$ cat config.mk
export PLATFORM = sky130hd
export DESIGN_NAME = mem_block
export DESIGN_NICKNAME = d
export VERILOG_FILES = /design/src/rtl/mem_pkg.sv /design/src/rtl/mem_issue_queue.sv /design/src/rtl/mem_addr_gen.sv /design/src/rtl/mem_lsu.sv /design/src/rtl/mem_block.sv
export SDC_FILE = /design/constraint.sdc
export NUM_CORES = 1
export LEC_CHECK = 0
export ABC_AREA = 1
export BUFFER_PORTS_ARGS = -buffer_cell sky130_fd_sc_hd__buf_2
export CAP_MARGIN = 20
export CORE_MARGIN = 3
export CORE_UTILIZATION = 44
export DETAILED_ROUTE_END_ITERATION = 16
export GPL_TIMING_DRIVEN = 1
export SLEW_MARGIN = 10
export SYNTH_ARGS = -nofsm -noshare
export SYNTH_HDL_FRONTEND = slang
export SYNTH_SLANG_ARGS = --single-unit
export TNS_END_PERCENT = 1
$ cat constraint.sdc
create_clock -name clk -period 11.7 [get_ports clk]
set_input_delay 0 -clock clk [delete_from_list [all_inputs] [get_ports clk]]
set_output_delay 0 -clock clk [all_outputs]
set_load 0.1 [all_outputs]
$ cat src/rtl/mem_pkg.sv
package mem_pkg;

    //--------------------
    // Sizes
    //--------------------
    localparam int L2_PR_NUM  = 6;
    localparam int L2_ROB_NUM = 5;

    // Entries in the issue queue
    localparam int IQ_DEPTH   = 4;

    //--------------------
    // Types
    //--------------------
    typedef logic [31:0]           xlen_t;
    typedef logic [L2_PR_NUM-1:0]  preg_idx_t;
    typedef logic [L2_ROB_NUM-1:0] rob_idx_t;
    typedef logic [11:0]           imm_t;
    typedef logic [3:0]            strb_t;

    // Bit 3 marks a store, bit 2 an unsigned load, bits 1:0 the size
    typedef enum logic [3:0] {
        op_lb  = 4'b0000,
        op_lh  = 4'b0001,
        op_lw  = 4'b0010,
        op_lbu = 4'b0100,
        op_lhu = 4'b0101,
        op_sb  = 4'b1000,
        op_sh  = 4'b1001,
        op_sw  = 4'b1010
    } mem_op_t;

endpackage

$ cat src/rtl/mem_issue_queue.sv
`timescale 1ns/1ps

module mem_issue_queue (
    input  logic                clk,
    input  logic                reset,

    input  logic                disp_valid,
    output logic                disp_ready,
    input  mem_pkg::mem_op_t    disp_op,
    input  mem_pkg::xlen_t      disp_rs1,
    input  mem_pkg::xlen_t      disp_rs2,
    input  mem_pkg::imm_t       disp_imm,
    input  mem_pkg::preg_idx_t  disp_rd_preg_idx,
    input  mem_pkg::rob_idx_t   disp_rob_idx,

    output logic                iq_valid,
    input  logic                iq_ready,
    output mem_pkg::mem_op_t    iq_op,
    output mem_pkg::xlen_t      iq_rs1,
    output mem_pkg::xlen_t      iq_rs2,
    output mem_pkg::imm_t       iq_imm,
    output mem_pkg::preg_idx_t  iq_rd_preg_idx,
    output mem_pkg::rob_idx_t   iq_rob_idx
);
    import mem_pkg::*;

    typedef logic [$clog2(IQ_DEPTH)-1:0]   ptr_t;
    typedef logic [$clog2(IQ_DEPTH+1)-1:0] cnt_t;

    mem_op_t    op_mem   [IQ_DEPTH];
    xlen_t      rs1_mem  [IQ_DEPTH];
    xlen_t      rs2_mem  [IQ_DEPTH];
    imm_t       imm_mem  [IQ_DEPTH];
    preg_idx_t  preg_mem [IQ_DEPTH];
    rob_idx_t   rob_mem  [IQ_DEPTH];

    ptr_t       wr_ptr;
    ptr_t       rd_ptr;
    cnt_t       count;
    logic       full;
    logic       push;
    logic       pop;

    function automatic ptr_t next_ptr(input ptr_t ptr);
        return (ptr == ptr_t'(IQ_DEPTH - 1)) ? '0 : ptr_t'(ptr + 1'b1);
    endfunction

    assign full       = (count == cnt_t'(IQ_DEPTH));
    assign disp_ready = !full;
    assign iq_valid   = (count != '0);
    assign push       = disp_valid && disp_ready;
    assign pop        = iq_valid && iq_ready;

    always_ff @(posedge clk) begin
        if (reset) begin
            wr_ptr <= '0;
            rd_ptr <= '0;
            count  <= '0;
        end else begin
            if (push) begin
                wr_ptr <= next_ptr(wr_ptr);
            end
            if (pop) begin
                rd_ptr <= next_ptr(rd_ptr);
            end
            case ({push, pop})
                2'b10:   count <= cnt_t'(count + 1'b1);
                2'b01:   count <= cnt_t'(count - 1'b1);
                default: count <= count;
            endcase
        end
    end

    always_ff @(posedge clk) begin
        if (push) begin
            op_mem[wr_ptr]   <= disp_op;
            rs1_mem[wr_ptr]  <= disp_rs1;
            rs2_mem[wr_ptr]  <= disp_rs2;
            imm_mem[wr_ptr]  <= disp_imm;
            preg_mem[wr_ptr] <= disp_rd_preg_idx;
            rob_mem[wr_ptr]  <= disp_rob_idx;
        end
    end

    // Oldest entry
    assign iq_op          = op_mem[rd_ptr];
    assign iq_rs1         = rs1_mem[rd_ptr];
    assign iq_rs2         = rs2_mem[rd_ptr];
    assign iq_imm         = imm_mem[rd_ptr];
    assign iq_rd_preg_idx = preg_mem[rd_ptr];
    assign iq_rob_idx     = rob_mem[rd_ptr];

    // Occupancy within depth, pointers met when full
    a_no_push_when_full: assert property (@(posedge clk) disable iff (reset)
        (count <= cnt_t'(IQ_DEPTH)) && (!full || (wr_ptr == rd_ptr)));

endmodule

$ cat src/rtl/mem_addr_gen.sv
`timescale 1ns/1ps

module mem_addr_gen (
    input  logic                clk,
    input  logic                reset,

    input  logic                iq_valid,
    output logic                iq_ready,
    input  mem_pkg::mem_op_t    iq_op,
    input  mem_pkg::xlen_t      iq_rs1,
    input  mem_pkg::xlen_t      iq_rs2,
    input  mem_pkg::imm_t       iq_imm,
    input  mem_pkg::preg_idx_t  iq_rd_preg_idx,
    input  mem_pkg::rob_idx_t   iq_rob_idx,

    output logic                ag_valid,
    input  logic                ag_ready,
    output mem_pkg::xlen_t      ag_addr,
    output mem_pkg::xlen_t      ag_wdata,
    output mem_pkg::strb_t      ag_strb,
    output logic                ag_write,
    output mem_pkg::mem_op_t    ag_op,
    output logic                ag_misaligned,
    output mem_pkg::preg_idx_t  ag_rd_preg_idx,
    output mem_pkg::rob_idx_t   ag_rob_idx
);
    import mem_pkg::*;

    xlen_t  eff_addr;
    xlen_t  lane_data;
    strb_t  strb;
    logic   is_store;
    logic   misaligned;
    logic   load_en;

    //--------------------
    // Address and lanes
    //--------------------
    assign eff_addr  = iq_rs1 + {{20{iq_imm[11]}}, iq_imm};
    assign lane_data = iq_rs2 << {eff_addr[1:0], 3'b000};

    always_comb begin
        strb       = 4'b0000;
        misaligned = 1'b0;
        case (iq_op)
            op_lb, op_lbu, op_sb: begin
                strb = 4'b0001 << eff_addr[1:0];
            end
            op_lh, op_lhu, op_sh: begin
                strb       = 4'b0011 << eff_addr[1:0];
                misaligned = eff_addr[0];
            end
            op_lw, op_sw: begin
                strb       = 4'b1111;
                misaligned = (eff_addr[1:0] != 2'b00);
            end
            default: begin
                strb       = 4'b0000;
                misaligned = 1'b0;
            end
        endcase
    end

    assign is_store = iq_op inside {op_sb, op_sh, op_sw};

    //--------------------
    // Pipeline register
    //--------------------
    // Refills in the same cycle the LSU takes the current item
    assign iq_ready = !ag_valid || ag_ready;
    assign load_en  = iq_valid && iq_ready;

    always_ff @(posedge clk) begin
        if (reset) begin
            ag_valid <= 1'b0;
        end else if (iq_ready) begin
            ag_valid <= iq_valid;
        end
    end

    always_ff @(posedge clk) begin
        if (load_en) begin
            ag_addr        <= eff_addr;
            ag_wdata       <= lane_data;
            ag_strb        <= strb;
            ag_write       <= is_store;
            ag_op          <= iq_op;
            ag_misaligned  <= misaligned;
            ag_rd_preg_idx <= iq_rd_preg_idx;
            ag_rob_idx     <= iq_rob_idx;
        end
    end

    // Stalled item must not change under the LSU
    a_hold_stable: assert property (@(posedge clk) disable iff (reset)
        ag_valid && !ag_ready |=> ag_valid && $stable(ag_addr) && $stable(ag_wdata)
            && $stable(ag_strb) && $stable(ag_write) && $stable(ag_op)
            && $stable(ag_misaligned) && $stable(ag_rd_preg_idx) && $stable(ag_rob_idx));

endmodule

$ cat src/rtl/mem_lsu.sv
`timescale 1ns/1ps

module mem_lsu (
    input  logic                clk,
    input  logic                reset,

    input  logic                ag_valid,
    output logic                ag_ready,
    input  mem_pkg::xlen_t      ag_addr,
    input  mem_pkg::xlen_t      ag_wdata,
    input  mem_pkg::strb_t      ag_strb,
    input  logic                ag_write,
    input  mem_pkg::mem_op_t    ag_op,
    input  logic                ag_misaligned,
    input  mem_pkg::preg_idx_t  ag_rd_preg_idx,
    input  mem_pkg::rob_idx_t   ag_rob_idx,

    output logic                nc_cmd_valid,
    input  logic                nc_cmd_ready,
    output mem_pkg::xlen_t      nc_cmd_addr,
    output logic                nc_cmd_read,
    output mem_pkg::xlen_t      nc_cmd_wdata,
    output mem_pkg::strb_t      nc_cmd_wmask,
    output logic                nc_resp_ready,
    input  logic                nc_resp_valid,
    input  mem_pkg::xlen_t      nc_resp_rdata,
    input  logic                nc_resp_err,

    output logic                prf_we,
    output mem_pkg::preg_idx_t  prf_we_idx,
    output mem_pkg::xlen_t      prf_wdata,
    output logic                rob_cmplt_en,
    output mem_pkg::rob_idx_t   rob_cmplt_idx,
    output logic                rob_cmplt_err
);
    import mem_pkg::*;

    typedef enum logic [1:0] {
        st_idle,
        st_cmd,
        st_resp,
        st_cmplt
    } lsu_state_t;

    lsu_state_t state;
    lsu_state_t state_nxt;

    xlen_t      addr_q;
    xlen_t      wdata_q;
    strb_t      strb_q;
    logic       write_q;
    mem_op_t    op_q;
    logic       misaligned_q;
    preg_idx_t  preg_q;
    rob_idx_t   rob_q;

    logic       accept;
    logic       cmd_fire;
    logic       resp_fire;
    logic       cmplt_fire;
    xlen_t      rdata_shift;
    xlen_t      ld_data;

    assign ag_ready      = (state == st_idle);
    assign accept        = ag_valid && ag_ready;
    assign nc_cmd_valid  = (state == st_cmd);
    assign cmd_fire      = nc_cmd_valid && nc_cmd_ready;
    assign nc_resp_ready = (state == st_resp);
    assign resp_fire     = nc_resp_valid && nc_resp_ready;

    // Misaligned ops report from the complete state, bus ops on the response
    assign cmplt_fire = resp_fire || ((state == st_cmplt) && misaligned_q);

    //--------------------
    // FSM
    //--------------------
    always_comb begin
        state_nxt = state;
        case (state)
            st_idle: begin
                if (accept) begin
                    state_nxt = ag_misaligned ? st_cmplt : st_cmd;
                end
            end
            st_cmd: begin
                if (cmd_fire) begin
                    state_nxt = st_resp;
                end
            end
            st_resp: begin
                if (resp_fire) begin
                    state_nxt = st_cmplt;
                end
            end
            default: state_nxt = st_idle;
        endcase
    end

    always_ff @(posedge clk) begin
        if (reset) begin
            state <= st_idle;
        end else begin
            state <= state_nxt;
        end
    end

    always_ff @(posedge clk) begin
        if (accept) begin
            addr_q       <= ag_addr;
            wdata_q      <= ag_wdata;
            strb_q       <= ag_strb;
            write_q      <= ag_write;
            op_q         <= ag_op;
            misaligned_q <= ag_misaligned;
            preg_q       <= ag_rd_preg_idx;
            rob_q        <= ag_rob_idx;
        end
    end

    // Bus command, word aligned
    assign nc_cmd_addr  = {addr_q[31:2], 2'b00};
    assign nc_cmd_read  = !write_q;
    assign nc_cmd_wdata = wdata_q;
    assign nc_cmd_wmask = strb_q;

    //--------------------
    // Load data
    //--------------------
    assign rdata_shift = nc_resp_rdata >> {addr_q[1:0], 3'b000};

    always_comb begin
        case (op_q)
            op_lb:   ld_data = {{24{rdata_shift[7]}}, rdata_shift[7:0]};
            op_lbu:  ld_data = {24'b0, rdata_shift[7:0]};
            op_lh:   ld_data = {{16{rdata_shift[15]}}, rdata_shift[15:0]};
            op_lhu:  ld_data = {16'b0, rdata_shift[15:0]};
            default: ld_data = nc_resp_rdata;
        endcase
    end

    // Writeback and completion pulses
    always_ff @(posedge clk) begin
        if (reset) begin
            prf_we       <= 1'b0;
            rob_cmplt_en <= 1'b0;
        end else begin
            prf_we       <= resp_fire && !write_q && !nc_resp_err;
            rob_cmplt_en <= cmplt_fire;
        end
    end

    always_ff @(posedge clk) begin
        if (cmplt_fire) begin
            prf_we_idx    <= preg_q;
            prf_wdata     <= ld_data;
            rob_cmplt_idx <= rob_q;
            rob_cmplt_err <= misaligned_q || nc_resp_err;
        end
    end

    a_cmd_hold: assert property (@(posedge clk) disable iff (reset)
        nc_cmd_valid && !nc_cmd_ready |=> nc_cmd_valid && $stable(nc_cmd_addr)
            && $stable(nc_cmd_read) && $stable(nc_cmd_wdata) && $stable(nc_cmd_wmask));

endmodule

$ cat src/rtl/mem_block.sv
`timescale 1ns/1ps

module mem_block (
    input  logic                clk,
    input  logic                reset,

    //--------------------
    // Dispatch
    //--------------------
    input  logic                disp_valid,
    output logic                disp_ready,
    input  mem_pkg::mem_op_t    disp_op,
    input  mem_pkg::xlen_t      disp_rs1,
    input  mem_pkg::xlen_t      disp_rs2,
    input  mem_pkg::imm_t       disp_imm,
    input  mem_pkg::preg_idx_t  disp_rd_preg_idx,
    input  mem_pkg::rob_idx_t   disp_rob_idx,

    //--------------------
    // Uncached bus
    //--------------------
    output logic                nc_cmd_valid,
    input  logic                nc_cmd_ready,
    output mem_pkg::xlen_t      nc_cmd_addr,
    output logic                nc_cmd_read,
    output mem_pkg::xlen_t      nc_cmd_wdata,
    output mem_pkg::strb_t      nc_cmd_wmask,
    output logic                nc_resp_ready,
    input  logic                nc_resp_valid,
    input  mem_pkg::xlen_t      nc_resp_rdata,
    input  logic                nc_resp_err,

    // Register file and ROB
    output logic                prf_we,
    output mem_pkg::preg_idx_t  prf_we_idx,
    output mem_pkg::xlen_t      prf_wdata,
    output logic                rob_cmplt_en,
    output mem_pkg::rob_idx_t   rob_cmplt_idx,
    output logic                rob_cmplt_err
);
    import mem_pkg::*;

    // Queue head
    logic       iq_valid;
    logic       iq_ready;
    mem_op_t    iq_op;
    xlen_t      iq_rs1;
    xlen_t      iq_rs2;
    imm_t       iq_imm;
    preg_idx_t  iq_rd_preg_idx;
    rob_idx_t   iq_rob_idx;

    // Address generation result
    logic       ag_valid;
    logic       ag_ready;
    xlen_t      ag_addr;
    xlen_t      ag_wdata;
    strb_t      ag_strb;
    logic       ag_write;
    mem_op_t    ag_op;
    logic       ag_misaligned;
    preg_idx_t  ag_rd_preg_idx;
    rob_idx_t   ag_rob_idx;

    mem_issue_queue u_issue_queue (.*);

    mem_addr_gen u_addr_gen (.*);

    mem_lsu u_lsu (.*);

endmodule

==> metrics.yaml <==
drt:
  drtAntennaViolNets: 0
  viasPerCell: 5.07
  vias: 16149
  drt_wl_total_mm: 59.3
  drt_iter0_markers: 1259
  drt_pass1_iterations: 8
  routedWlPerCell_um: 18.6
  drc: 0
layout:
  stdcell_count: 3188
  layout-drive-gt1-share: 0.161
  utilization: 0.538
  fillers: 4738
  regArea_mm2: 0.0176
  final_common_cell: "edfxtp_1"
  area_growth_pct: 20.7
  layout.cells.most_common_list: "578 x edfxtp_1, 412 x nand2_1, 244 x buf_2"
  multi_input_area_mm2: 0.00574
  fin_nets: 2560
worst_hold_path:
  hold_class: "in2reg"
  min_delay_path_depth: 3
yosys:
  synthCells: 2036
  syn_area_per_cell_um2: 12.1
  yosysWarnings: 0
  ys_seq_area_frac: 0.715
  synth_area_mm2: 0.0246
  synth_edf_count: 578
  async_reset_ff_frac: 0
  ys.flop_type: "edfxtp_1"
  ys_ff_latch: 592
  ys_types: 43
sta:
  worst_slew_pin_slew_ps: 1040
  hold_violations: 0
  post-route-period-util: 0.413
  min_period_ps: 4830
  whs_ps: 94.4
  slew_headroom: 0.304
  setup_tns_ps: 0
  slew_viol_final: 0
  rsz0062_at_grt: "no"
  fin_skew_ps: 31.5
  setup_violations: 0
  fmax_ghz: 0.207
cts:
  htree_num_levels: 2
  post_cts_buffers: 0
  root_buffer: "clkbuf_16"
  cts_buffers: 60
  clock_path_buffers: 3
  cts_tree: "done"
  clk_pin_slew_ps: 60
  insertion_delay_ps: 630
  cts.sinks: 592
global_routing:
  met1_usage: 0.278
  grt_use_met3: 0.0319
  grt.busiest_layer: "met2"
  grt_overflow_total: 0
  grt_antenna_before_repair: 4
  grt.total_usage: 0.200
  grt_pass1_wl_mm: 91.6
  use_met2: 0.323
  grt_pass1_vias: 15982
  grt_max_degree: 92
floorplan:
  fp.dieH_um: 243
  start_util: 0.446
  die_area_mm2: 0.0589
  ioPinCount: 247
  row_count: 86
  die_x_um: 243
  coreArea_mm2: 0.0553
setup_path:
  crit_path_start_kind: "flop"
  required_ps: 12090
  worst_setup_path_end_kind: "flop"
  cp.depth: 10
  cpLargestDelayFamily: "buffers and inverters"
  crit_type: "reg2reg"
  crit_path_max_fanout: 90
  cpPeakStageDelay_ps: 800
  path_buf_inv: 3
  cpMaxStageDelayCell: "buf_4"
  reg2regPathDepth: 10
  cp.arrival_ps: 5220
  crit_chain: "inv_6, buf_4, o21ai_0, o22ai_1, ha_1, fa_1, nor2_2, clkinv_1, nand4_1, o21ai_1"
placement:
  io_buffers: 244
  dp.cells: 2935
  globalplace.congestion: 0.877
  dpl.hpwl_mm: 37.9
job:
  cap_violations: 0
run_status:
  status: "complete, no violations"
## metrics by stage
stage / area [µm²] / setup WS, ps
after floorplan: 24700 / 5750
after global placement: 26300 / 6980
after global routing: 29700 / 6410
after CTS: 29700 / 6870
final: 29700 / 6870
after detailed placement: 26300 / 6870
## final timing paths
path	startpoint	endpoint	slack (ps)
hold reg to reg	u_lsu.preg_q[0]	u_lsu.prf_we_idx[0]	420
setup reg to reg	flop	u_addr_gen.ag_misaligned	6870
setup / recovery	flop	u_addr_gen.ag_misaligned	6870
hold / removal	disp_valid	u_issue_queue.wr_ptr[1]	90
## registers in the layout, indices dropped and copies added (netlist names), 16 cells and up, named ones only
name / cells
u_issue_queue.imm_mem: 48
u_issue_queue.rs1_mem: 128
u_lsu.addr_q: 32
u_issue_queue.op_mem: 16
u_issue_queue.rs2_mem: 128
u_issue_queue.preg_mem: 24
u_addr_gen.ag_wdata: 32
u_issue_queue.rob_mem: 20
u_addr_gen.ag_addr: 32
u_lsu.nc_cmd_wdata: 32
u_lsu.prf_wdata: 32
## cell type report
cell class | count | area share
tap | 748 | 0.0315
antenna | 3 | 0.000252
inverter | 173 | 0.0222
timing repair buffer | 397 | 0.0917
clock inverter | 35 | 0.0146
sequential | 592 | 0.593
clock buffer | 76 | 0.0539
multi-input combinational | 1164 | 0.193
## Yosys cell counts, types with 16 or more instances
| cell | number | share of area |
|---|---|---|
| a21oi_1 | 48 | 0.0097 |
| buf_2 | 16 | 0.0032 |
| buf_4 | 42 | 0.013 |
| clkbuf_1 | 35 | 0.0053 |
| edfxtp_1 | 578 | 0.70 |
| ha_1 | 41 | 0.021 |
| inv_1 | 164 | 0.025 |
| nand2_1 | 413 | 0.063 |
| nand3_1 | 67 | 0.014 |
| nor2_1 | 239 | 0.036 |
| o21ai_0 | 182 | 0.037 |
| o22ai_1 | 70 | 0.018 |
| xor2_1 | 16 | 0.0057 |
## metal layers
| metal | share of wire | wire length, µm | up-vias |
|---|---|---|---|
| met5 | 0.00022 | 13 | - |
| met4 | 0.028 | 1670 | 2 |
| met3 | 0.056 | 3340 | 98 |
| met2 | 0.46 | 27500 | 490 |
| met1 | 0.45 | 26800 | 7755 |
| li1 | - | - | 7804 |
## cells by family (layout without fill, tap and decap cells)
family | Yosys count | count (layout) | share of synthesized area
AO/OA/AOI/OAI | 359 | 359 | 0.0821
XOR/XNOR | 16 | 16 | 0.00568
adder cells (fa/ha/maj) | 43 | 43 | 0.0224
buffers and inverters | 281 | 681 | 0.0535
flip-flops | 592 | 592 | 0.715
multiplexers | 1 | 1 | 0.000914
other | 1 | 5 | 0.000152
AND/OR/NAND/NOR | 743 | 743 | 0.120
## tightest hold or removal path: stages
cell	delay, ps
buf_2	100
nand2_1	320
a21oi_1	250
## what timing repair did
action                                 4_1_cts  5_1_grt
hold buffers                               138        0
resized for setup                            0        0
endpoints found under the hold margin      409        0
Power is not shown: default switching activity piles up to over one toggle a cycle in this logic, so the estimate is an artifact.
